### src/hdl/proc_pkg.sv
// pipeline package with word sizes, opcodes, instruction views and stage records
package proc_pkg;

    localparam int data_width = 16;
    localparam int reg_count  = 8;
    localparam int imem_depth = 64;
    localparam int dmem_depth = 64;
    localparam int reg_aw     = $clog2(reg_count);
    localparam int imem_aw    = $clog2(imem_depth);
    localparam int dmem_aw    = $clog2(dmem_depth);

    //////////////////////////////////////////////////
    // opcodes, 4'h8 and above are undefined
    localparam logic [3:0] op_rtype = 4'h0;
    localparam logic [3:0] op_addi  = 4'h1;
    localparam logic [3:0] op_ld    = 4'h2;
    localparam logic [3:0] op_st    = 4'h3;
    localparam logic [3:0] op_beqz  = 4'h4;
    localparam logic [3:0] op_bnez  = 4'h5;
    localparam logic [3:0] op_halt  = 4'h6;
    localparam logic [3:0] op_nop   = 4'h7;

    // funct field of register-register ops
    localparam logic [2:0] fn_add = 3'd0;
    localparam logic [2:0] fn_sub = 3'd1;
    localparam logic [2:0] fn_and = 3'd2;
    localparam logic [2:0] fn_xor = 3'd3;
    localparam logic [2:0] fn_slt = 3'd4;

    typedef enum logic [2:0] {
        alu_add,
        alu_sub,
        alu_and,
        alu_xor,
        alu_slt
    } alu_op_e;

    //////////////////////////////////////////////////
    // instruction word, two views of the same 16 bits
    typedef struct packed {
        logic [3:0]        opcode;
        logic [reg_aw-1:0] rd;
        logic [reg_aw-1:0] rs;
        logic [reg_aw-1:0] rt;
        logic [2:0]        funct;
    } rtype_t;

    // store: rd is the data source; branch: rs is tested
    typedef struct packed {
        logic [3:0]        opcode;
        logic [reg_aw-1:0] rd;
        logic [reg_aw-1:0] rs;
        logic [5:0]        imm6;
    } itype_t;

    typedef union packed {
        rtype_t rtype;
        itype_t itype;
    } instr_u;

    //////////////////////////////////////////////////
    // stage registers
    typedef struct packed {
        logic                  valid;
        logic [data_width-1:0] pc_plus;
        instr_u                instr;
    } if_id_t;

    typedef struct packed {
        logic                  valid;
        logic [data_width-1:0] pc_plus;
        logic [data_width-1:0] a;
        logic [data_width-1:0] b;
        logic [data_width-1:0] imm;
        alu_op_e               alu_op;
        logic                  use_imm;
        logic                  mem_read;
        logic                  mem_write;
        logic                  branch_zero;
        logic                  branch_nonzero;
        logic                  halt;
        logic                  wr_en;
        logic [reg_aw-1:0]     wr_reg;
    } id_ex_t;

    typedef struct packed {
        logic                  valid;
        logic [data_width-1:0] alu_out;
        logic [data_width-1:0] store_data;
        logic                  mem_read;
        logic                  mem_write;
        logic                  halt;
        logic                  wr_en;
        logic [reg_aw-1:0]     wr_reg;
    } ex_mem_t;

    typedef struct packed {
        logic                  valid;
        logic                  halt;
        logic                  wr_en;
        logic [reg_aw-1:0]     wr_reg;
        logic [data_width-1:0] wb_data;
    } mem_wb_t;

    // what leaves the top level is the write-back record itself
    typedef mem_wb_t retire_t;

endpackage
### src/hdl/proc.sv
// five-stage pipeline top level, wiring the four stage blocks together
module proc
    import proc_pkg::*;
(
    input  logic                  clk,
    input  logic                  reset,
    input  logic                  imem_we,
    input  logic [imem_aw-1:0]    imem_addr,
    input  logic [data_width-1:0] imem_data,
    output retire_t               retire,
    output logic                  err
);

    //////////////////////////////////////////////////
    // stage records
    if_id_t                if_id;
    id_ex_t                id_ex;
    ex_mem_t               ex_mem;

    // control back to fetch
    logic                  redirect;
    logic [data_width-1:0] redirect_pc;
    logic                  halting;

    fetch fetch0 (
        .clk         (clk),
        .reset       (reset),
        .imem_we     (imem_we),
        .imem_addr   (imem_addr),
        .imem_data   (imem_data),
        .redirect    (redirect),
        .redirect_pc (redirect_pc),
        .halting     (halting),
        .if_id       (if_id)
    );

    // a taken branch also kills the word in decode
    decode decode0 (
        .clk   (clk),
        .reset (reset),
        .if_id (if_id),
        .flush (redirect),
        .wb    (retire),
        .id_ex (id_ex),
        .err   (err)
    );

    execute execute0 (
        .clk         (clk),
        .reset       (reset),
        .id_ex       (id_ex),
        .ex_mem      (ex_mem),
        .redirect    (redirect),
        .redirect_pc (redirect_pc)
    );

    memory memory0 (
        .clk     (clk),
        .reset   (reset),
        .ex_mem  (ex_mem),
        .wb      (retire),
        .halting (halting)
    );

endmodule

### src/hdl/memory.sv
// memory stage with word-addressed data memory and the MEM/WB register
module memory
    import proc_pkg::*;
(
    input  logic    clk,
    input  logic    reset,
    input  ex_mem_t ex_mem,
    output mem_wb_t wb,
    output logic    halting
);

    logic [data_width-1:0] dmem [dmem_depth];
    logic [dmem_aw-1:0]    daddr;
    logic [data_width-1:0] load_data;

    assign daddr     = ex_mem.alu_out[dmem_aw-1:0];
    assign load_data = dmem[daddr];

    // cleared on reset so unwritten words read as zero
    always_ff @(posedge clk) begin
        if (reset) begin
            for (int k = 0; k < dmem_depth; k++) begin
                dmem[k] <= '0;
            end
        end else if (ex_mem.valid && ex_mem.mem_write) begin
            dmem[daddr] <= ex_mem.store_data;
        end
    end

    always_ff @(posedge clk) begin
        wb.wb_data <= ex_mem.mem_read ? load_data : ex_mem.alu_out;
        wb.halt    <= ex_mem.halt;
        wb.wr_en   <= ex_mem.wr_en;
        wb.wr_reg  <= ex_mem.wr_reg;
        wb.valid   <= reset ? 1'b0 : ex_mem.valid;
    end

    assign halting = ex_mem.valid && ex_mem.halt;

endmodule

### src/hdl/execute.sv
// execute stage with ALU, branch resolution and the EX/MEM register
module execute
    import proc_pkg::*;
(
    input  logic                  clk,
    input  logic                  reset,
    input  id_ex_t                id_ex,
    output ex_mem_t               ex_mem,
    output logic                  redirect,
    output logic [data_width-1:0] redirect_pc
);

    logic [data_width-1:0] b_op;
    logic [data_width-1:0] alu_out;
    logic                  less;
    logic                  a_zero;

    assign b_op = id_ex.use_imm ? id_ex.imm : id_ex.b;
    assign less = $signed(id_ex.a) < $signed(b_op);

    always_comb begin
        case (id_ex.alu_op)
            alu_add: alu_out = id_ex.a + b_op;
            alu_sub: alu_out = id_ex.a - b_op;
            alu_and: alu_out = id_ex.a & b_op;
            alu_xor: alu_out = id_ex.a ^ b_op;
            alu_slt: alu_out = {{(data_width - 1){1'b0}}, less};
            default: alu_out = id_ex.a + b_op;
        endcase
    end

    //////////////////////////////////////////////////
    // branch resolution, target is word offset from pc_plus
    assign a_zero   = (id_ex.a == '0);
    assign redirect = id_ex.valid &&
                      ((id_ex.branch_zero && a_zero) || (id_ex.branch_nonzero && !a_zero));
    assign redirect_pc = id_ex.pc_plus + id_ex.imm;

    always_ff @(posedge clk) begin
        ex_mem.alu_out    <= alu_out;
        ex_mem.store_data <= id_ex.b;
        ex_mem.mem_read   <= id_ex.mem_read;
        ex_mem.mem_write  <= id_ex.mem_write;
        ex_mem.halt       <= id_ex.halt;
        ex_mem.wr_en      <= id_ex.wr_en;
        ex_mem.wr_reg     <= id_ex.wr_reg;
        if (reset) begin
            ex_mem.valid <= 1'b0;
        end else begin
            ex_mem.valid <= id_ex.valid;
        end
    end

    // decode never marks an op as both load and store
    a_mem_op_onehot: assert property (
        @(posedge clk) disable iff (reset) id_ex.valid |-> !(id_ex.mem_read && id_ex.mem_write)
    );

endmodule

### src/hdl/decode.sv
// decode stage with register file, immediate extension, ID/EX register and opcode check
module decode
    import proc_pkg::*;
(
    input  logic    clk,
    input  logic    reset,
    input  if_id_t  if_id,
    input  logic    flush,
    input  mem_wb_t wb,
    output id_ex_t  id_ex,
    output logic    err
);

    logic [data_width-1:0] regs [reg_count];
    logic [3:0]            opcode;
    logic [reg_aw-1:0]     a_idx;
    logic [reg_aw-1:0]     b_idx;
    logic                  wb_write;
    logic [data_width-1:0] a_data;
    logic [data_width-1:0] b_data;
    logic [data_width-1:0] imm_ext;
    logic                  illegal;
    id_ex_t                dec;

    assign opcode = if_id.instr.rtype.opcode;
    assign a_idx  = if_id.instr.rtype.rs;
    // a store reads its data through rd
    assign b_idx  = (opcode == op_st) ? if_id.instr.itype.rd : if_id.instr.rtype.rt;

    //////////////////////////////////////////////////
    // register file, r0 is an ordinary register
    assign wb_write = wb.valid && wb.wr_en;

    always_ff @(posedge clk) begin
        if (reset) begin
            for (int k = 0; k < reg_count; k++) begin
                regs[k] <= '0;
            end
        end else if (wb_write) begin
            regs[wb.wr_reg] <= wb.wb_data;
        end
    end

    // write-back value bypasses the array in the same cycle
    assign a_data = (wb_write && wb.wr_reg == a_idx) ? wb.wb_data : regs[a_idx];
    assign b_data = (wb_write && wb.wr_reg == b_idx) ? wb.wb_data : regs[b_idx];

    assign imm_ext = {{(data_width - 6){if_id.instr.itype.imm6[5]}}, if_id.instr.itype.imm6};

    //////////////////////////////////////////////////
    // control decode
    always_comb begin
        dec         = '0;
        dec.valid   = if_id.valid;
        dec.pc_plus = if_id.pc_plus;
        dec.a       = a_data;
        dec.b       = b_data;
        dec.imm     = imm_ext;
        dec.alu_op  = alu_add;
        dec.wr_reg  = if_id.instr.itype.rd;
        illegal     = 1'b0;
        case (opcode)
            op_rtype: begin
                dec.wr_en = 1'b1;
                case (if_id.instr.rtype.funct)
                    fn_add:  dec.alu_op = alu_add;
                    fn_sub:  dec.alu_op = alu_sub;
                    fn_and:  dec.alu_op = alu_and;
                    fn_xor:  dec.alu_op = alu_xor;
                    fn_slt:  dec.alu_op = alu_slt;
                    default: dec.alu_op = alu_add;
                endcase
            end
            op_addi: begin
                dec.use_imm = 1'b1;
                dec.wr_en   = 1'b1;
            end
            op_ld: begin
                dec.use_imm  = 1'b1;
                dec.mem_read = 1'b1;
                dec.wr_en    = 1'b1;
            end
            op_st: begin
                dec.use_imm   = 1'b1;
                dec.mem_write = 1'b1;
            end
            op_beqz: dec.branch_zero    = 1'b1;
            op_bnez: dec.branch_nonzero = 1'b1;
            op_halt: dec.halt           = 1'b1;
            op_nop: begin
            end
            // undefined words flow on like a nop
            default: illegal = 1'b1;
        endcase
    end

    always_ff @(posedge clk) begin
        id_ex <= dec;
        if (reset || flush) begin
            id_ex.valid <= 1'b0;
        end
    end

    // sticky until reset
    always_ff @(posedge clk) begin
        if (reset) begin
            err <= 1'b0;
        end else if (if_id.valid && !flush && illegal) begin
            err <= 1'b1;
        end
    end

    a_wr_reg_in_range: assert property (
        @(posedge clk) disable iff (reset)
        wb_write |-> !$isunknown(wb.wr_reg) && (int'(wb.wr_reg) < reg_count)
    );

endmodule

### src/hdl/fetch.sv
// fetch stage with pc, loadable instruction memory and the IF/ID register
module fetch
    import proc_pkg::*;
(
    input  logic                  clk,
    input  logic                  reset,
    input  logic                  imem_we,
    input  logic [imem_aw-1:0]    imem_addr,
    input  logic [data_width-1:0] imem_data,
    input  logic                  redirect,
    input  logic [data_width-1:0] redirect_pc,
    input  logic                  halting,
    output if_id_t                if_id
);

    logic [data_width-1:0] imem [imem_depth];
    logic [data_width-1:0] pc;
    logic [data_width-1:0] pc_plus;
    instr_u                fetched;
    logic                  stopped;
    logic                  halted;
    logic                  freeze;

    // load port, one word per cycle
    always_ff @(posedge clk) begin
        if (imem_we) begin
            imem[imem_addr] <= imem_data;
        end
    end

    assign fetched = imem[pc[imem_aw-1:0]];
    assign pc_plus = pc + 1'b1;

    // stopped: a halt went out, no more fetches unless a branch takes us elsewhere
    // halted: the halt reached memory, nothing can redirect any more
    assign freeze = stopped || halted;

    always_ff @(posedge clk) begin
        if_id.pc_plus <= pc_plus;
        if_id.instr   <= fetched;
        if (reset) begin
            pc          <= '0;
            stopped     <= 1'b0;
            halted      <= 1'b0;
            if_id.valid <= 1'b0;
        end else begin
            if (halting) begin
                halted <= 1'b1;
            end
            if (redirect) begin
                // wrong-path word in flight is dropped
                pc          <= redirect_pc;
                stopped     <= 1'b0;
                if_id.valid <= 1'b0;
            end else if (freeze) begin
                if_id.valid <= 1'b0;
            end else begin
                pc          <= pc_plus;
                stopped     <= (fetched.rtype.opcode == op_halt);
                if_id.valid <= 1'b1;
            end
        end
    end

    // all branches are older than the halt, so none can be taken once it is in memory
    a_no_redirect_on_halt: assert property (
        @(posedge clk) disable iff (reset) halting |-> !redirect
    );

endmodule

### config.mk
export PLATFORM = sky130hd
export DESIGN_NAME = proc
export DESIGN_NICKNAME = d
export VERILOG_FILES = /design/src/hdl/proc_pkg.sv /design/src/hdl/proc.sv /design/src/hdl/memory.sv /design/src/hdl/execute.sv /design/src/hdl/decode.sv /design/src/hdl/fetch.sv
export SDC_FILE = /design/constraint.sdc
export NUM_CORES = 2
export LEC_CHECK = 0
export BUFFER_PORTS_ARGS = -buffer_cell sky130_fd_sc_hd__buf_2
export CORE_MARGIN = 8
export CORE_UTILIZATION = 47
export CTS_CLUSTER_DIAMETER = 60
export DETAILED_ROUTE_END_ITERATION = 10
export HOLD_SLACK_MARGIN = 0.1
export PLACE_DENSITY = 0.73
export SKIP_LAST_GASP = 1
export SLEW_MARGIN = 15
export SYNTH_ARGS = -nofsm -noshare
export SYNTH_HDL_FRONTEND = slang
export SYNTH_SLANG_ARGS = --single-unit
### constraint.sdc
create_clock -name clk -period 3.1 [get_ports clk]
set_input_delay 0.31 -clock clk [delete_from_list [all_inputs] [get_ports clk]]
set_output_delay 0.31 -clock clk [all_outputs]
set_load 0.05 [all_outputs]
==> results by group <==
Critical path
  – Slowest cell on crit path: nor3b_2
  – Setup CP Type: reg2reg
  – Critical Path Source Type: flop
  – CP max stage delay: about 600 ps
  – CP max FO: 52
  – Crit path DAT: between 3000 and 4000 ps
  – Critical path endpoint category: flop
  – Number of buffer and inverter stages on the critical path: 2
  – Crit-path most repeated cell: a22oi_1
  – WP data required: 3810 ps
  – CP Cell Sequence: nor3b_2 -> buf_12 -> buf_4 -> a22oi_1 -> nand4_1 -> nand3_1 -> o21ai_0 -> a22oi_1 -> a31oi_1
  – CP delay by family, top: simple AND/OR/NAND/NOR gates

Detailed routing
  – DRT Wirelength: around 270000 um
  – Vias/cell: 6.26
  – TritonRoute pass-1 iters: 5
  – Antenna Nets Post-Route: 0
  – Routed WL per cell: 29.8 um
  – Routed vias: 56600
  – Remaining DRCs: 0
  – Starting DRT DRC Count: 7456

Global routing
  – Number of global-route vias before repair: approximately 56000
  – Initial antenna violation count: 14
  – First-pass GRT wire length: approximately 400000 um
  – Gr usage total: 0.236
  – GRT Residual Overflow: 0
  – Pin count of the biggest net entering global routing: 65

STA
  – RSZ-0062 raised after global routing: true
  – Max Transition Viols Final: 0
  – Setup TNS: -88.9 ps
  – Final setup vio count: 2
  – Max_slew headroom: 0.184
  – Tmin final: 3170 ps
  – Skew final: 73.9 ps
  – Fmax: roughly 320 MHz
  – Final period util: 1.02
  – Final hold violations: 0
  – Final setup margin: -72.1 ps
  – Worst hold margin: about 180 ps
  – Worst-Margin Slew: 1220 ps

Place
  – DP Area: 0.103 mm^2
  – HPWL Detailed: 162000 um
  – Setup WS pre-CTS: -210 ps
  – Final GP Congestion: 0.910
  – Port-buffer cells: 47

Power and ir drop
  – Int Pwr: 0.0632 W
  – Combinational share of power: 0.295
  – Total chip power: 0.0944 W
  – Part of the power in registers: 0.411
  – Worst vdd ir: around 0.00090 V
  – Net Switching: 0.0312 W
  – Leakage: 37.6 nW
  – Switching share of power: 0.331
  – Power per cell area: 854 mW/mm^2
  – Clock share of power: 0.294

Final layout
  – Fillers: 15400
  – Area Overhead vs Synth: 14.3%
  – Most frequent cells in the layout: edfxtp_1, and2_1, mux4_2
  – Commonest non-fill, non-tap cell in the layout: edfxtp_1
  – Post-route design area: 0.111 mm^2
  – Fraction of layout cells with a size suffix above 1: 0.221
  – Nets@finish: roughly 6200

Clock tree
  – Num Clock Sinks: 2334
  – Cts bufs inserted: 223
  – Clock-pin transition on the worst setup and hold timing paths: 70 ps
  – Clock Path Buffers: 3
  – Clock latency on the worst-skew pair: around 900 ps
  – CTS tree: built
  – Root Buffer: clkbuf_16
  – CTS H-tree lvls: 4

Floorplan
  – Starting Density: 0.473
  – FP Rows: between 150 and 200
  – Die area: between 0.2 and 0.25 mm^2
  – Core area: ~0.2 mm^2
  – Ports: 48
  – Die width: ~470 um
  – Die H: approximately 470 um

Synth
  – Number of synthesized register bits: 2334
  – Asr flop ratio synth: 0
  – Mapped Cells: 5879
  – Mapped Avg Cell Area: 16.5 um^2
  – Sequential element share of the synthesized area: 0.708
  – Yosys warns: 0
  – Synth Flop Type: edfxtp_1
  – Distinct cells, synth: 64
  – EDFF count, synth: around 2200
  – Mapped cell area: 0.0967 mm^2
  – Syn Nets: 5946

Hold path
  – Min-Delay Path Class: in2reg

Outcome
  – Status: finished, violations left
  – Failing checks: setup timing

Flow run
  – Max Cap Viol: 0
[per-stage QoR]
step                 util  instances
floorplan               -       5879
global placement    0.502       8595
detailed placement  0.502       8595
CTS                 0.539       9018
global route        0.540       9031
finish              0.541       9037
[cell usage after synthesis (all sizes together) (75+ instances only)]
library cell / number / area (um^2)
dfxtp: 158 / 3160
clkbuf: 356 / 1340
buf: 100 / 453
o21ai: 75 / 375
a31oi: 103 / 644
a22oi: 305 / 2290
nor2: 201 / 754
and2: 1156 / 7230
nand2: 81 / 304
mux4: 398 / 8960
edfxtp: 2176 / 65300
a22o: 105 / 920
or2: 78 / 488
a221oi: 107 / 937
[metal layers]
metal / up-vias / wire length [um] / part of all wire / track usage
li1: 23300 / - / - / -
met1: 28900 / 98800 / 0.37 / 0.308
met2: 3637 / 128000 / 0.47 / 0.380
met3: 707 / 28500 / 0.11 / 0.0472
met4: 20 / 14600 / 0.054 / 0.116
met5: - / 133 / 0.00049 / 0
[cell type report]
cell class | count | area, um^2 | share of cell area
Clock buffer | 304 | 6180 | 0.0559
Clock inverter | 116 | 1350 | 0.0122
Antenna cell | 7 | 17.5 | 0.000158
Sequential cell | 2334 | 68500 | 0.620
Tap cell | 2688 | 3360 | 0.0304
Multi-Input combinational cell | 3042 | 26600 | 0.240
Inverter | 47 | 176 | 0.00160
Timing Repair Buffer | 499 | 4360 | 0.0394
[path summary, 6_finish.rpt]
| path | depth (start not counted) | to | startpoint | slack (ps) |
|---|---|---|---|---|
| max reg2reg | 9 | memory0.wb[6] | execute0.ex_mem[23] | -70 |
| min | 1 | fetch0.imem[62][15] | imem_data[15] | 180 |
| max | 9 | memory0.wb[6] | execute0.ex_mem[23] | -70 |
| min reg2reg | 0 | execute0.ex_mem[3] | decode0.id_ex[3] | 320 |
[cells by family after synthesis]
kind of cell / after synthesis / synth area share
xor+xnor: 41 / 0.00371
mux: 447 / 0.0978
simple gates: 1676 / 0.101
compound gates: 836 / 0.0633
flops: 2334 / 0.708
buf+inv: 503 / 0.0203
fa+ha+maj: 42 / 0.00567
[worst register-to-register path: cells and delay by family (launching register included)]
| family | cells | cell delay (ps) |
|---|---|---|
| simple gates | 3 | 990 |
| flops | 1 | 530 |
| compound gates | 4 | 800 |
| buf+inv | 2 | 700 |
[power by group through the flow]
stage               Clock, W  Sequential, W  Combinational [W]
floorplan                  0         0.0377             0.0164
global placement           0         0.0393             0.0266
detailed placement         0         0.0393             0.0269
CTS                   0.0279         0.0387             0.0272
global route          0.0291         0.0389             0.0291
finish                0.0277         0.0388             0.0279
[state kept, by name (all words and copies together), names as in the netlist, named ones only]
name             count
memory0.dmem      1024
fetch0.halted        1
memory0.wb          22
fetch0.imem       1024
fetch0.pc            6
decode0.regs       128
fetch0.if_id        23
execute0.ex_mem     40
decode0.err          1
decode0.id_ex       58
fetch0.stopped       1
[what timing repair did]
action	in CTS	in global routing
pin swaps	1	13
hold buffers	4	7
resized for setup	7	37
setup endpoints to repair	6	107
gates cloned	0	1
setup buffers	0	4
hold endpoints to repair	71	415
No activity file was read; power rests on OpenSTA's default activity.
